### config.mk
export PLATFORM = sky130hd
export DESIGN_NAME = word_fifo
export DESIGN_NICKNAME = d
export VERILOG_FILES = /design/src/design/img_pkg.sv /design/src/design/word_fifo.sv
export SDC_FILE = /design/constraint.sdc
export NUM_CORES = 1
export LEC_CHECK = 0
export ABC_CLOCK_PERIOD_IN_PS = 2500
export BUFFER_PORTS_ARGS = -buffer_cell sky130_fd_sc_hd__buf_2
export CORE_ASPECT_RATIO = 0.7
export CORE_UTILIZATION = 61
export CTS_CLUSTER_DIAMETER = 200
export DETAILED_ROUTE_END_ITERATION = 10
export GPL_TIMING_DRIVEN = 0
export MAX_ROUTING_LAYER = met4
export PLACE_DENSITY = 0.79
export SYNTH_ARGS = -nofsm -noshare
export SYNTH_HDL_FRONTEND = slang
export SYNTH_SLANG_ARGS = --single-unit
### constraint.sdc
create_clock -name clk -period 2.5 [get_ports clk]
set_clock_uncertainty 0.1 [all_clocks]
set_input_delay 0.5 -clock clk [delete_from_list [all_inputs] [get_ports clk]]
set_output_delay 0.5 -clock clk [all_outputs]
set_load 0.03 [all_outputs]
### src/design/img_pkg.sv
package img_pkg;

    // ==========================================================
    // Frame geometry
    // ==========================================================
    localparam int header_word_count = 8;
    localparam int frame_width       = 16;
    localparam int frame_height      = 8;

    // Header, pixel words, then the two checksum words
    localparam int img_word_count = header_word_count + frame_width * frame_height + 2;

    // ==========================================================
    // Frame store and FIFO sizing
    // ==========================================================
    localparam int block_depth      = 256;
    localparam int block_addr_w     = $clog2(block_depth);
    localparam int init_cycles      = 40;
    localparam int refresh_interval = 64;
    localparam int refresh_cycles   = 4;
    localparam int fifo_depth       = 16;
    localparam int fifo_ptr_w       = $clog2(fifo_depth);

    // ==========================================================
    // Word types
    // ==========================================================
    typedef logic [15:0]                      word_t;
    typedef logic [11:0]                      pixel_t;
    typedef logic [header_word_count*16-1:0]  header_t;
    typedef logic [0:0]                       block_t;
    typedef logic [7:0]                       word_count_t;
    typedef logic [17:0]                      stat_count_t;
    // Upper half sum2, lower half sum1
    typedef logic [31:0]                      checksum_t;

    typedef enum logic [1:0] {
        ram_none,
        ram_write,
        ram_read,
        ram_stop
    } ram_cmd_t;

endpackage

### src/design/word_fifo.sv
module word_fifo (
    input  logic           clk,
    input  logic           readout_rst,
    input  logic           flush,
    input  logic           push,
    input  img_pkg::word_t push_data,
    input  logic           pop,
    output img_pkg::word_t pop_data,
    output logic           not_empty
);
    import img_pkg::*;

    word_t                 mem [fifo_depth];
    logic [fifo_ptr_w-1:0] wr_ptr;
    logic [fifo_ptr_w-1:0] rd_ptr;
    logic [fifo_ptr_w:0]   count;

    // ==========================================================
    // Storage
    // ==========================================================
    always_ff @(posedge clk) begin
        if (push) begin
            mem[wr_ptr] <= push_data;
        end
    end

    assign pop_data  = mem[rd_ptr];
    assign not_empty = (count != '0);

    // ==========================================================
    // Pointers and fill level
    // ==========================================================
    always_ff @(posedge clk) begin
        if (!readout_rst || flush) begin
            wr_ptr <= '0;
            rd_ptr <= '0;
            count  <= '0;
        end else begin
            if (push) begin
                wr_ptr <= wr_ptr + 1'b1;
            end
            if (pop) begin
                rd_ptr <= rd_ptr + 1'b1;
            end
            case ({push, pop})
                2'b10:   count <= count + 1'b1;
                2'b01:   count <= count - 1'b1;
                default: count <= count;
            endcase
        end
    end

    // The sensor side has no back-pressure, so the depth must cover refresh gaps
    a_no_overflow: assert property (@(posedge clk) disable iff (!readout_rst)
        push |-> (count < fifo_depth))
        else $error("word_fifo push while full");

    a_no_underflow: assert property (@(posedge clk) disable iff (!readout_rst)
        pop |-> not_empty)
        else $error("word_fifo pop while empty");

endmodule

==> results.toml <==
[floorplanning]
core.rowCount = 39
die_y_um = 112
dieArea_um2 = 17800
io_pins = 38
core_um2 = 16600
initial_utilization = 0.636
die_w_um = 159

[global_route]
grt_pass1_vias = 5280
grt_start_max_net_pins = 17
grt_pass1_wl_um = 33100
grt_use_total = 0.271
grt_remaining_overflow = 0
antenna_found_initial = 0

[worst_hold_path]
min_path_cells = 1
hold_end = "mem[13][9]"
hp-start = "push_data[9]"
hp-class = "in -> reg"

[placed_design]
gp_congestion = 0.843
dp_hpwl_um = 12900
post-place-ws_ns = -0.359
io_buffers = 36
placed_area_um2 = 11000

[logic_synthesis]
ys_warn_count = 0
yosysMostFrequentCell = "edfxtp_1"
synth_edf_count = 256
synth-main-ff-cell = "edfxtp_1"
ys_seq_area_frac = 0.761
synth_cell_types = 35
ys_top_cells_by_area = "edfxtp_1 (73%), mux4_2 (14%), dfxtp_1 (3.2%)"
synth_cells = 504
syn_avg_cell_area_um2 = 20.9
syn_nets = 534
synth.top_cell.area_share = 0.729
synth_top_area_cell = "edfxtp_1"
ys_ff_latch = 273
syn-cell-area_um2 = 10500
async_flop_share = 0
synth_common_cells = "edfxtp_1 (256), mux4_2 (64), a22oi_1 (32), nand2_1 (20)"

[layout]
fin_nets = 601
drive_above_1_share = 0.343
fill_cells = 899
antenna_cells = 0
final_area_um2 = 12300
syn_to_final_growth_pct = 16.8
final_util = 0.743

[routing]
drc_errors = 0
vias = 5321
wl_um = 23000
vias_per_cell = 6.54
post_drt_wl_per_cell_um = 28.3
antenna_left = 0
drtPass1Iterations = 5
first_iter_violations = 593

[clock_network]
cts_tree = "built"
cts_made_buffers = 25
cts_sinks = 273
clock_latency_ns = 0.53
htreeDepth = 1
clockRootBuffer = "clkbuf_16"
path_clk_slew_ns = 0.06
clock_path_buffers = 3

[run]
cap_violations = 0

[status]
status = "complete, but fails checks"
violations = "negative setup slack"

[critical_path]
slowest_stage = "mux4_2"
crit_path_max_incr_delay_ns = 0.56
start_kind = "flip-flop"
r2r_start = "wr_ptr[3]"
cp.arrival_ns = 2.25
reg2reg_slack_ns = 0.21
crit_path_max_fanout = 10
cpLargestDelayFamily = "multiplexers"
rr_worst_depth = 2
reg2reg_to = "mem[9][8]"
path_cells = "buf_12 > buf_12 > mux4_2 > a22oi_2 > nand2_2 > buf_6"
path_common_cell = "buf_12"
crit_buf_inv = 3
cp-end-kind = "output pin"
critPathRequiredTime_ns = 1.90
critPathKind = "reg -> out"

[pwr]
worst_ir_drop_vdd_mv = 0.610
power.leakage_nw = 4.00
powerDensity_nw_per_um2 = 776

[sta]
rsz0062_at_grt = "yes"
hold_violations = 0
period_share = 1.14
hold_ws_ns = 0.243
fin_ws_ns = -0.351
fin_crit_ns = 2.85
final-max-slew-violation-count = 0
slew_headroom = 0.200
clock.fmax_mhz = 351
worstMarginPinSlew_ns = 1.20
setup_viol = 16
worst max-delay path by stage:
stage               cells after the start       from      endpoint  slack (ns)
floorplan                              10       push      count[2]        0.14
global placement                        6  flip-flop   pop_data[5]       -0.35
detailed placement                      6  flip-flop   pop_data[5]       -0.36
CTS                                     6  flip-flop   pop_data[7]       -0.39
global route                            6  flip-flop  pop_data[10]       -0.41
finish                                  6  flip-flop   pop_data[8]       -0.35
power breakdown:
group          internal [mW]  total, mW  switching [mW]
sequential              5.03       5.04          0.0148
combinational          0.214      0.500           0.286
clock                   2.40       4.02            1.63
total                   7.64       9.56            1.93
cells in the final DEF, fill, tap and decap left out, types with 2 or more instances in the layout:
| master | count |
|---|---|
| buf_16 | 2 |
| a22oi_1 | 8 |
| edfxtp_1 | 256 |
| buf_2 | 28 |
| bufinv_16 | 5 |
| clkbuf_2 | 3 |
| clkbuf_4 | 3 |
| nor3b_1 | 2 |
| nor2_1 | 14 |
| dfxtp_1 | 16 |
| mux4_2 | 64 |
| clkbuf_1 | 9 |
| buf_4 | 7 |
| a22oi_2 | 24 |
| or3_1 | 2 |
| xor2_1 | 8 |
| buf_6 | 11 |
| and3_1 | 2 |
| mux2i_1 | 4 |
| clkbuf_8 | 2 |
| o21ai_0 | 2 |
| nand2_2 | 8 |
| clkinvlp_4 | 3 |
| buf_12 | 6 |
| clkbuf_16 | 28 |
| a21oi_1 | 3 |
| nor2b_1 | 3 |
| nand2_1 | 12 |
| xnor2_1 | 2 |
| and2_1 | 16 |
| clkinv_2 | 2 |
| inv_1 | 4 |
| ha_1 | 9 |
| nand4_1 | 2 |
| nor3_1 | 3 |
cell families (layout without fill, tap and decap cells):
kind of cell,count (synthesis),count (layout),synth area share
fa+ha+maj,9,9,0.0107
flops,273,273,0.761
compound gates,42,42,0.0289
simple gates,71,71,0.0345
xor+xnor,10,10,0.00830
buf+inv,31,116,0.0160
mux,68,68,0.140
stage by stage:
stage | cells | setup TNS, ns | power [mW]
after detailed placement | 765 | -21.63 | 5.55
final | 814 | -5.16 | 9.56
after CTS | 811 | -5.52 | 9.56
after global routing | 814 | -6.12 | 9.78
after floorplan | 504 | 0 | 5.40
after global placement | 765 | -9.45 | 5.53
cell type report:
class	count	area, µm²	share of cell area
Sequential cell	273	8030	0.652
Multi-Input combinational cell	200	2500	0.203
Clock buffer	32	662	0.0537
Timing Repair Buffer	41	358	0.0290
Tap cell	225	282	0.0228
Buffer	26	272	0.0220
Clock inverter	13	204	0.0165
Inverter	4	15.0	0.00122
what timing repair did:
action / in CTS / in global routing
gates cloned: 1 / 3
buffers inserted: 1 / 0
resized for setup: 78 / 25
hold buffers: 0 / 0
setup endpoints to repair: 16 / 16
pin swaps: 4 / 9
metal layers:
metal	GRT usage	routed length [µm]	vias to the layer above	part of all wire
met5	-	0	-	0
li1	-	-	2204	-
met2	0.403	10800	348	0.47
met1	0.386	9050	2727	0.39
met3	0.0536	2610	42	0.11
met4	0.0872	528	0	0.023
flip-flops by register name (all words and copies together), names as in the netlist, named ones only:
name	cells
count	5
rd_ptr	4
wr_ptr	4
mem	256
Note: power is estimated with default switching activity, not from simulation.
